<file path="src/design/lenet_pe_settings.svh">
`ifndef LENET_PE_SETTINGS_SVH
`define LENET_PE_SETTINGS_SVH

// ~~~~~~~~~~~~~~~~~~~~~~~~~~~~~~~~~~~~~~~~
// datapath sizing for the convolution PE
// ~~~~~~~~~~~~~~~~~~~~~~~~~~~~~~~~~~~~~~~~

// activation/weight pairs taken per beat
`define LANES 4

// signed window accumulator
// a full-scale beat stays under 2^18, so 24 bits hold a 5x5 kernel in 7 beats
`define ACC_WIDTH 24

// signed per-channel bias
`define BIAS_WIDTH 16

// requantization shift amount
`define SHIFT_WIDTH 5

`endif

</file>
<file path="src/design/lenet_pe_pkg.sv">
`default_nettype none

`include "lenet_pe_settings.svh"

package lenet_pe_pkg;

    // ~~~~~~~~~~~~~~~~~~~~~~~~~~~~~~~~~~~~~~~~
    // operand and product widths
    // ~~~~~~~~~~~~~~~~~~~~~~~~~~~~~~~~~~~~~~~~
    typedef logic [7:0]         act_t;      // unsigned activation
    typedef logic [7:0]         wmag_t;     // weight magnitude, sign travels apart
    typedef logic [15:0]        prod_t;     // approximate unsigned product
    typedef logic signed [16:0] sprod_t;    // product with the weight sign applied
    typedef logic signed [18:0] lane_sum_t; // sum of the four lanes of one beat

    // ~~~~~~~~~~~~~~~~~~~~~~~~~~~~~~~~~~~~~~~~
    // accumulation and requantization
    // ~~~~~~~~~~~~~~~~~~~~~~~~~~~~~~~~~~~~~~~~
    typedef logic signed [`ACC_WIDTH-1:0]  acc_t;
    typedef logic signed [`BIAS_WIDTH-1:0] bias_t;
    typedef logic [`SHIFT_WIDTH-1:0]       shift_t;
    typedef logic [7:0]                    pixel_t;  // output pixel after saturation

    typedef enum logic {
        RQ_IDLE,
        RQ_EMIT    // pixel register holds a fresh result
    } rq_state_t;

endpackage

`default_nettype wire

</file>
<file path="src/design/pe_beat_if.sv">
`default_nettype none

`include "lenet_pe_settings.svh"

interface pe_beat_if;
    import lenet_pe_pkg::*;

    logic                   valid;  // beat present this cycle
    logic                   first;  // opening beat of a kernel window
    logic                   last;   // closing beat of a kernel window
    act_t  [`LANES-1:0]     act;
    wmag_t [`LANES-1:0]     wmag;
    logic  [`LANES-1:0]     wsign;  // set means the lane weight is negative

    // the accumulator only ever reads a beat
    modport sink (
        input valid,
        input first,
        input last,
        input act,
        input wmag,
        input wsign
    );

endinterface

`default_nettype wire

</file>
<file path="src/design/approx_mult_8x8.sv">
`default_nettype none

module approx_mult_8x8 (
    input  lenet_pe_pkg::act_t  x,
    input  lenet_pe_pkg::wmag_t y,
    output lenet_pe_pkg::prod_t z
);
    import lenet_pe_pkg::*;

    wmag_t       pp [8];  // pp[k] is y gated by x[k]
    logic [12:0] row1;
    logic [12:0] row2;
    logic [12:0] row3;
    logic [12:0] row4;
    logic [12:0] row5;

    always_comb begin
        for (int k = 0; k < 8; k++) begin
            pp[k] = y & {8{x[k]}};
        end
    end

    // ~~~~~~~~~~~~~~~~~~~~~~~~~~~~~~~~~~~~~~~~
    // pruned low rows
    // ~~~~~~~~~~~~~~~~~~~~~~~~~~~~~~~~~~~~~~~~
    // rows 0..5 are folded pairwise into five sparse 13-bit rows
    always_comb begin
        row1     = '0;
        row1[2]  = pp[2][0];
        row1[4]  = pp[0][4] ^ pp[1][3];
        row1[6]  = pp[4][1] ^ pp[5][0];
        row1[7]  = pp[0][6] | pp[1][5];
        row1[8]  = pp[1][7];
        row1[9]  = pp[2][7] | pp[3][6];
        row1[10] = pp[2][7] & pp[3][6];   // carry of the OR above
        row1[11] = pp[4][7] & pp[5][6];
        row1[12] = pp[5][7];
    end

    always_comb begin
        row2     = '0;
        row2[7]  = pp[0][7] | pp[1][6];
        row2[8]  = pp[2][5] & pp[3][4];
        row2[9]  = pp[4][4] & pp[5][3];
        row2[10] = pp[3][7];
        row2[11] = pp[4][7] | pp[5][6];
    end

    always_comb begin
        row3     = '0;
        row3[7]  = pp[2][4] | pp[3][3];
        row3[8]  = pp[2][6] & pp[3][5];
        row3[9]  = pp[4][5] & pp[5][4];
        row3[10] = pp[4][6] & pp[5][5];
    end

    // xor/or halves of the pairs whose and terms sit in row2 and row3
    always_comb begin
        row4     = '0;
        row4[7]  = pp[2][5] ^ pp[3][4];
        row4[8]  = pp[2][6] | pp[3][5];
        row4[9]  = pp[4][5] | pp[5][4];
        row4[10] = pp[4][6] | pp[5][5];
    end

    always_comb begin
        row5     = '0;
        row5[7]  = pp[4][3] ^ pp[5][2];
        row5[8]  = pp[4][4] ^ pp[5][3];
    end

    // ~~~~~~~~~~~~~~~~~~~~~~~~~~~~~~~~~~~~~~~~
    // final adder
    // ~~~~~~~~~~~~~~~~~~~~~~~~~~~~~~~~~~~~~~~~
    // the two top rows stay exact, the sum wraps at 16 bits
    assign z = prod_t'({pp[6], 6'b0}) + prod_t'({pp[7], 7'b0})
             + prod_t'(row1) + prod_t'(row2) + prod_t'(row3)
             + prod_t'(row4) + prod_t'(row5);

endmodule

`default_nettype wire

</file>
<file path="src/design/window_mac.sv">
`default_nettype none

`include "lenet_pe_settings.svh"

module window_mac (
    input  logic                clk,
    input  logic                rst_n,
    pe_beat_if.sink             beat,
    output logic                acc_done,
    output lenet_pe_pkg::acc_t  acc_sum
);
    import lenet_pe_pkg::*;

    // captured beat
    logic                   in_valid;
    logic                   in_first;
    logic                   in_last;
    act_t  [`LANES-1:0]     in_act;
    wmag_t [`LANES-1:0]     in_wmag;
    logic  [`LANES-1:0]     in_wsign;

    prod_t                  prod [`LANES];

    // stage 1
    logic                   s1_valid;
    logic                   s1_first;
    logic                   s1_last;
    sprod_t                 s1_prod [`LANES];

    lane_sum_t              lane_sum;
    acc_t                   acc;

    // ~~~~~~~~~~~~~~~~~~~~~~~~~~~~~~~~~~~~~~~~
    // beat capture
    // ~~~~~~~~~~~~~~~~~~~~~~~~~~~~~~~~~~~~~~~~
    always_ff @(posedge clk) begin
        if (!rst_n) begin
            in_valid <= 1'b0;
            in_first <= 1'b0;
            in_last  <= 1'b0;
        end else begin
            in_valid <= beat.valid;
            in_first <= beat.valid & beat.first;
            in_last  <= beat.valid & beat.last;
        end
    end

    always_ff @(posedge clk) begin
        in_act   <= beat.act;
        in_wmag  <= beat.wmag;
        in_wsign <= beat.wsign;
    end

    // ~~~~~~~~~~~~~~~~~~~~~~~~~~~~~~~~~~~~~~~~
    // multiplier lanes and sign application
    // ~~~~~~~~~~~~~~~~~~~~~~~~~~~~~~~~~~~~~~~~
    for (genvar g = 0; g < `LANES; g++) begin : g_lane
        approx_mult_8x8 i_mult (
            .x (in_act[g]),
            .y (in_wmag[g]),
            .z (prod[g])
        );

        always_ff @(posedge clk) begin
            if (in_wsign[g]) begin
                s1_prod[g] <= -sprod_t'({1'b0, prod[g]});
            end else begin
                s1_prod[g] <= sprod_t'({1'b0, prod[g]});
            end
        end
    end

    always_ff @(posedge clk) begin
        if (!rst_n) begin
            s1_valid <= 1'b0;
            s1_first <= 1'b0;
            s1_last  <= 1'b0;
        end else begin
            s1_valid <= in_valid;
            s1_first <= in_first;
            s1_last  <= in_last;
        end
    end

    // ~~~~~~~~~~~~~~~~~~~~~~~~~~~~~~~~~~~~~~~~
    // lane sum and window accumulator
    // ~~~~~~~~~~~~~~~~~~~~~~~~~~~~~~~~~~~~~~~~
    always_comb begin
        lane_sum = '0;
        for (int i = 0; i < `LANES; i++) begin
            lane_sum = lane_sum + lane_sum_t'(s1_prod[i]);  // sign extends each lane
        end
    end

    always_ff @(posedge clk) begin
        if (s1_valid) begin
            if (s1_first) begin
                acc <= acc_t'(lane_sum);        // opening beat drops the previous window
            end else begin
                acc <= acc + acc_t'(lane_sum);
            end
        end
    end

    always_ff @(posedge clk) begin
        if (!rst_n) begin
            acc_done <= 1'b0;
        end else begin
            acc_done <= s1_valid & s1_last;    // acc settles on this same edge
        end
    end

    assign acc_sum = acc;

endmodule

`default_nettype wire

</file>
<file path="src/design/relu_requant.sv">
`default_nettype none

module relu_requant (
    input  logic                  clk,
    input  logic                  rst_n,
    input  logic                  acc_done,
    input  lenet_pe_pkg::acc_t    acc_sum,
    input  lenet_pe_pkg::bias_t   bias,
    input  lenet_pe_pkg::shift_t  shift,
    output logic                  out_valid,
    output lenet_pe_pkg::pixel_t  pixel_out
);
    import lenet_pe_pkg::*;

    localparam int SUM_W = $bits(acc_t) + 1;  // one guard bit for the bias add

    logic signed [SUM_W-1:0] biased;
    logic [SUM_W-1:0]        shifted;
    pixel_t                  pixel_next;
    rq_state_t               state;
    rq_state_t               state_next;

    // ~~~~~~~~~~~~~~~~~~~~~~~~~~~~~~~~~~~~~~~~
    // bias, relu, shift and clip
    // ~~~~~~~~~~~~~~~~~~~~~~~~~~~~~~~~~~~~~~~~
    always_comb begin
        biased  = SUM_W'(acc_sum) + SUM_W'(bias);
        shifted = $unsigned(biased) >> shift;    // only used when biased is non-negative
        if (biased < 0) begin
            pixel_next = '0;
        end else if (shifted > SUM_W'(255)) begin
            pixel_next = 8'hff;
        end else begin
            pixel_next = shifted[7:0];
        end
    end

    always_ff @(posedge clk) begin
        if (acc_done) begin
            pixel_out <= pixel_next;
        end
    end

    // back to back windows keep the machine in RQ_EMIT
    assign state_next = acc_done ? RQ_EMIT : RQ_IDLE;

    always_ff @(posedge clk) begin
        if (!rst_n) begin
            state <= RQ_IDLE;
        end else begin
            state <= state_next;
        end
    end

    assign out_valid = (state == RQ_EMIT);

endmodule

`default_nettype wire

</file>
<file path="src/design/lenet_pe_top.sv">
`default_nettype none

`include "lenet_pe_settings.svh"

module lenet_pe_top (
    input  logic                                clk,
    input  logic                                rst_n,
    input  logic                                in_valid,
    input  logic                                in_first,
    input  logic                                in_last,
    input  lenet_pe_pkg::act_t  [`LANES-1:0]    act_in,
    input  lenet_pe_pkg::wmag_t [`LANES-1:0]    wmag_in,
    input  logic                [`LANES-1:0]    wsign_in,
    input  lenet_pe_pkg::bias_t                 bias,
    input  lenet_pe_pkg::shift_t                shift,
    output logic                                out_valid,
    output lenet_pe_pkg::pixel_t                pixel_out
);
    import lenet_pe_pkg::*;

    logic acc_done;
    acc_t acc_sum;

    pe_beat_if i_beat_if ();

    // ~~~~~~~~~~~~~~~~~~~~~~~~~~~~~~~~~~~~~~~~
    // input beat onto the interface
    // ~~~~~~~~~~~~~~~~~~~~~~~~~~~~~~~~~~~~~~~~
    assign i_beat_if.valid = in_valid;
    assign i_beat_if.first = in_first;
    assign i_beat_if.last  = in_last;
    assign i_beat_if.act   = act_in;
    assign i_beat_if.wmag  = wmag_in;
    assign i_beat_if.wsign = wsign_in;

    // three edges from a sampled last beat to out_valid
    window_mac i_window_mac (
        .clk      (clk),
        .rst_n    (rst_n),
        .beat     (i_beat_if.sink),
        .acc_done (acc_done),
        .acc_sum  (acc_sum)
    );

    relu_requant i_relu_requant (
        .clk       (clk),
        .rst_n     (rst_n),
        .acc_done  (acc_done),
        .acc_sum   (acc_sum),
        .bias      (bias),
        .shift     (shift),
        .out_valid (out_valid),
        .pixel_out (pixel_out)
    );

endmodule

`default_nettype wire

</file>
<file path="config.mk">
export PLATFORM = sky130hd
export DESIGN_NAME = lenet_pe_top
export DESIGN_NICKNAME = d
export VERILOG_FILES = /design/src/design/lenet_pe_pkg.sv /design/src/design/pe_beat_if.sv /design/src/design/approx_mult_8x8.sv /design/src/design/window_mac.sv /design/src/design/relu_requant.sv /design/src/design/lenet_pe_top.sv
export VERILOG_INCLUDE_DIRS = /design/src /design/src/design
export SDC_FILE = /design/constraint.sdc
export NUM_CORES = 1
export LEC_CHECK = 0
export BUFFER_PORTS_ARGS = -buffer_cell sky130_fd_sc_hd__buf_2
export CELL_PAD_IN_SITES_DETAIL_PLACEMENT = 1
export CELL_PAD_IN_SITES_GLOBAL_PLACEMENT = 2
export CORE_UTILIZATION = 26
export CTS_CLUSTER_DIAMETER = 200
export DETAILED_ROUTE_END_ITERATION = 10
export HOLD_SLACK_MARGIN = 0.06
export PLACE_DENSITY_LB_ADDON = 0.1
export SETUP_SLACK_MARGIN = 0.3
export SKIP_CTS_REPAIR_TIMING = 1
export SLEW_MARGIN = 30
export SYNTH_ARGS = -nofsm -noshare
export SYNTH_HDL_FRONTEND = slang
export SYNTH_HIERARCHICAL = 1
export SYNTH_SLANG_ARGS = --single-unit
export TNS_END_PERCENT = 50
</file>
<file path="constraint.sdc">
create_clock -name clk -period 6.9 [get_ports clk]
set_input_delay 0 -clock clk [delete_from_list [all_inputs] [get_ports clk]]
set_output_delay 0 -clock clk [all_outputs]
set_load 0.02 [all_outputs]
</file>
-- After elaboration in Yosys (flattened, before gate mapping)
Memories as Yosys holds them, arrays and structs flattened.
Index checks and enable logic that the tools add are counted.
- magnitude comparators: 2
- bitwise gates (word level): 119
- mux-type cells: 19
- shift-type cells: 1
- add/sub/neg operators: 33
- operator list (kind ; number):
    8-bit AND ; 32
    16-bit by 11-bit adder with 16-bit output ; 8
    17-bit two-way mux ; 4
    16-bit negator with 17-bit output ; 4
    14-bit by 15-bit adder with 16-bit output ; 4
    16-bit by 12-bit adder with 16-bit output ; 4
    16-bit by 13-bit adder with 16-bit output ; 4
    16-bit by 9-bit adder with 16-bit output ; 4
    1-bit OR ; 36
    1-bit AND ; 31
    24-bit by 16-bit adder with 25-bit output ; 1
    25-bit by 8-bit greater-than comparator with 1-bit output (second input constant) ; 1
    25-bit by 1-bit less-than comparator with 1-bit output (second input constant) ; 1
    25-bit by 5-bit right shift with 25-bit output ; 1
    24-bit by 19-bit adder with 24-bit output ; 1
    24-bit two-way mux ; 1
    1-bit bitwise XOR ; 20
    18-bit by 17-bit adder with 19-bit output ; 1
    19-bit by 17-bit adder with 19-bit output ; 1
    17-bit by 17-bit adder with 18-bit output ; 1
    1-bit two-way mux ; 13
    8-bit two-way mux ; 1
- memories kept: 1
- RAM bits: 68
- output and inout port bits: 9
- bits in registers: 108
- logic and storage cells: 194
- memory list (name ; depth ; bits a word ; read ports ; clocked after Yosys merged registers in ; write ports ; line ; text):
    i_window_mac.s1_prod ; 4 ; 17 ; 4 ; 0 ; 4 ; window_mac.sv:28 ; sprod_t s1_prod [`LANES];

-- Longest topological paths before layout
- depth in word-level cells: 9
- mapped depth: 20
- mapped depth without buffers: 20

-- Hierarchy
The synthesis kept the hierarchy.
- modules (own cells, without submodules) (module ; sequential area each (µm²) ; instances ; area each (µm²) ; cells an instance):
    window_mac ; 3583.4 ; 1 ; 8277.9 ; 811
    relu_requant ; 260.2 ; 1 ; 3163.0 ; 439
    approx_mult_8x8 (i_window_mac.g_lane[2].i_mult ...) ; 0.0 ; 2 ; 1298.7 ; 149
    approx_mult_8x8 (i_window_mac.g_lane[1].i_mult) ; 0.0 ; 1 ; 1287.5 ; 148
    approx_mult_8x8 (i_window_mac.g_lane[0].i_mult) ; 0.0 ; 1 ; 1266.2 ; 145

-- Worst setup path before layout
OpenSTA, ideal clock, no wires.
- kind: register to register
- start point: register i_window_mac/in_wmag[29] (netlist name)
- end point: memory i_window_mac/s1_prod[3][15] (netlist name)
- clock period less this slack: 4.975 ns
- arrival: 4.852 ns
- slack: 1.925 ns
- cell stages (with the launch flop): 21
- required time: 6.776 ns
- path through: dfxtp_1 -> and2_1 -> ha_1 -> inv_1 -> fa_1 -> inv_1 -> fa_1 -> inv_1 -> fa_1 -> inv_1 -> ha_1 -> ha_1 -> fa_1 -> a21o_2 -> a21oi_1 -> xnor2_1 -> or4_1 -> or2_2 -> o21ai_0 -> nand2_1 -> xor2_1
- RTL lines (what ; line ; text):
    from (decl) ; window_mac.sv:19 ; wmag_t [`LANES-1:0] in_wmag;
    from (signal assigned) ; window_mac.sv:50 ; in_wmag <= beat.wmag;
    to (decl) ; window_mac.sv:28 ;

==> metrics <==
PortBufs=102; FMAX=185 MHz; multi-input logic area=11700 µm²; initial core utilization=26.3%; worst slew pin tran=0.757 ns; Ys Warns=6; n_diodes=0; Core Area=63100 µm²; Main synth FF type=dfxtp_1; CTS Buffer Depth=2; initial antenna violation count=0; most frequent cells in the layout=inv_1, nand2_1, ha_1; HPWL Detailed=39.1 mm; crit path max fanout=7; GR Util All Layers=15.2%; crit path capture type=flop; Top-Level Pins=103; FF+latch count, synth=176; DRT iter0 DRCs=443; Syn Inst Count=1841; final-report hold violation count=0; drt drc=0; die outline area=64800 µm²; Routed WL=47.8 mm; nets=2373; CTS tree=done; Worst-Skew Late Latency=0.48 ns; FF+latch area=3840 µm²; final-layout fill cell count=7425; synthesized area per cell=9.01 µm²; Worst Path Arrival=5.83 ns; Tcrit/Tclk final=78.4%; clock slew at reported path FFs=0.07 ns; DRT Pass-1 Iters=4; Worst Setup Path Type=reg2reg; Final GP Congestion=0.769; post-synthesis sequential area ratio=23.2%; Setup TNS Final=0 ns; share of cells above drive strength 1=10.2%; Slew Viols, Final=0; Synth cell types=94; Hold Crit Class=in2reg; Layout area overhead=16.0%; slew margin rel.=49.3%; Final Util=30.5%; count of max-cap constraint violations=0; Placed Area=17900 µm²; DR WL/cell=16.7 µm; # rows=92; CP Data Required Time=7.32 ns; H-tree depth=4; RSZ-0062 raised after global routing=false; synthesized area=16600 µm²; vias in the first global route=14000; final setup fails=0; Finished Cell Area=19200 µm²; first-pass GRT wire length=77.0 mm; CTS root buf=clkbuf_16; Final ANT Viol Nets=0; commonest non-fill, non-tap cell in the layout=inv_1; Async S/R FF share, synth=0%; Critical Path Source Type=flop; Vias/cell=4.67; die height=255 µm; TritonCTS buffer count=17; Tmin final=5.41 ns; Layout Skew=0.0111 ns; Post-synth EDFFs=32; outcome=finished clean; routed vias=13300; GRT overflow=0; total clock sinks=176; largest net degree at the start of global routing=43; die width=255 µm
area by class of cell:
class	count	share of cell area [%]
Clock buffer	19	2.30
Clock inverter	13	0.637
Sequential cell	176	20.0
Inverter	222	4.33
Multi-Input combinational cell	1397	60.6
Tap cell	846	5.50
Timing Repair Buffer	180	6.68
cells in the mapped netlist, drive strengths merged, types with 7 or more instances:
cell type	instances	area (µm²)
inv	220	826
nand2	188	706
ha	164	2050
dfxtp	144	2880
fa	121	2420
a21oi	94	493
and2	92	581
o21ai	89	475
xnor2	85	744
nor2	69	259
xor2	51	447
a211oi	37	315
buf	34	219
a21o	33	252
edfxtp	32	961
clkbuf	24	100
nor3	23	115
o211ai	20	160
and3	19	126
nand3	19	95.1
nand4	19	125
o31ai	18	135
or3	17	108
a31oi	15	106
mux2i	15	150
o21a	13	97.6
a22o	12	105
nand2b	12	75.1
a22oi	11	82.6
o21bai	10	75.1
or2	10	62.6
mux2	9	101
a2111oi	8	95.1
o2bb2ai	8	70.1
o41ai	8	70.1
a211o	7	61.3
or4	7	52.6
registers in the layout (all words and copies together), names as in the netlist:
signal	count
i_window_mac/s1_valid	1
i_window_mac/s1_last	1
i_window_mac/in_last	1
i_window_mac/in_first	1
i_window_mac/s1_first	1
i_window_mac/s1_prod	68
i_window_mac/in_wmag	32
i_window_mac/acc_done	1
i_window_mac/acc_sum	24
i_relu_requant/pixel_out	8
i_window_mac/in_act	32
i_relu_requant/out_valid	1
i_window_mac/in_wsign	4
i_window_mac/in_valid	1
logic make-up after synthesis:
logic type                 share of synthesized area (%)
xor gates and xnor gates                            7.18
AOI/OAI and AO/OA                                   18.4
other                                             0.0905
muxes                                               2.19
adders and majority gates                           27.0
buffers and inverters                               6.95
and+or+nand+nor                                     15.1
DFF                                                 23.2
through the flow:
stage	setup slack, ns	cells	hold slack, ns
6_report	1.49	2853	0.145
5_1_grt	1.20	2853	0.118
4_1_cts	1.46	2777	-0.438
3_5_place_dp	1.51	2745	0.104
3_3_place_gp	1.54	2745	0.102
2_1_floorplan	1.92	1853	0.0277
final timing paths:
path,startpoint,endpoint,slack [ns],cells past startpoint
max,i_window_mac/in_wmag[12],i_window_mac/s1_prod[1][15],1.49,19
min,act_in[11],i_window_mac/in_act[11],0.15,2
max reg2reg,i_window_mac/in_wmag[12],i_window_mac/s1_prod[1][15],1.49,19
min reg2reg,i_window_mac/in_valid,i_window_mac/s1_valid,0.43,1
per-layer routing:
| layer | track usage [%] | vias to the layer above | part of all wire (%) |
|---|---|---|---|
| met3 | 2.11 | 25 | 1.6 |
| li1 | - | 6670 | - |
| met1 | 19.3 | 6544 | 47 |
| met5 | 0 | - | 0 |
| met2 | 27.0 | 91 | 51 |
| met4 | 3.70 | 0 | 1.1 |
worst max-delay path: stages (launching register included):
cell and delay, ns:
dfxtp_1 0.51, and2_1 0.18, ha_1 0.13, inv_1 0.05
fa_1 0.53, inv_1 0.05, fa_1 0.48, inv_1 0.06
fa_1 0.53, inv_1 0.04, ha_1 0.28, ha_1 0.26
fa_1 0.44, a211oi_1 0.33, nor2_1 0.12, a211o_1 0.31
or4_1 0.42, or3_1 0.32, a21oi_1 0.19, xnor2_1 0.13
Power is not shown: default switching activity piles up to over one toggle a cycle in this logic, so the estimate is an artifact.
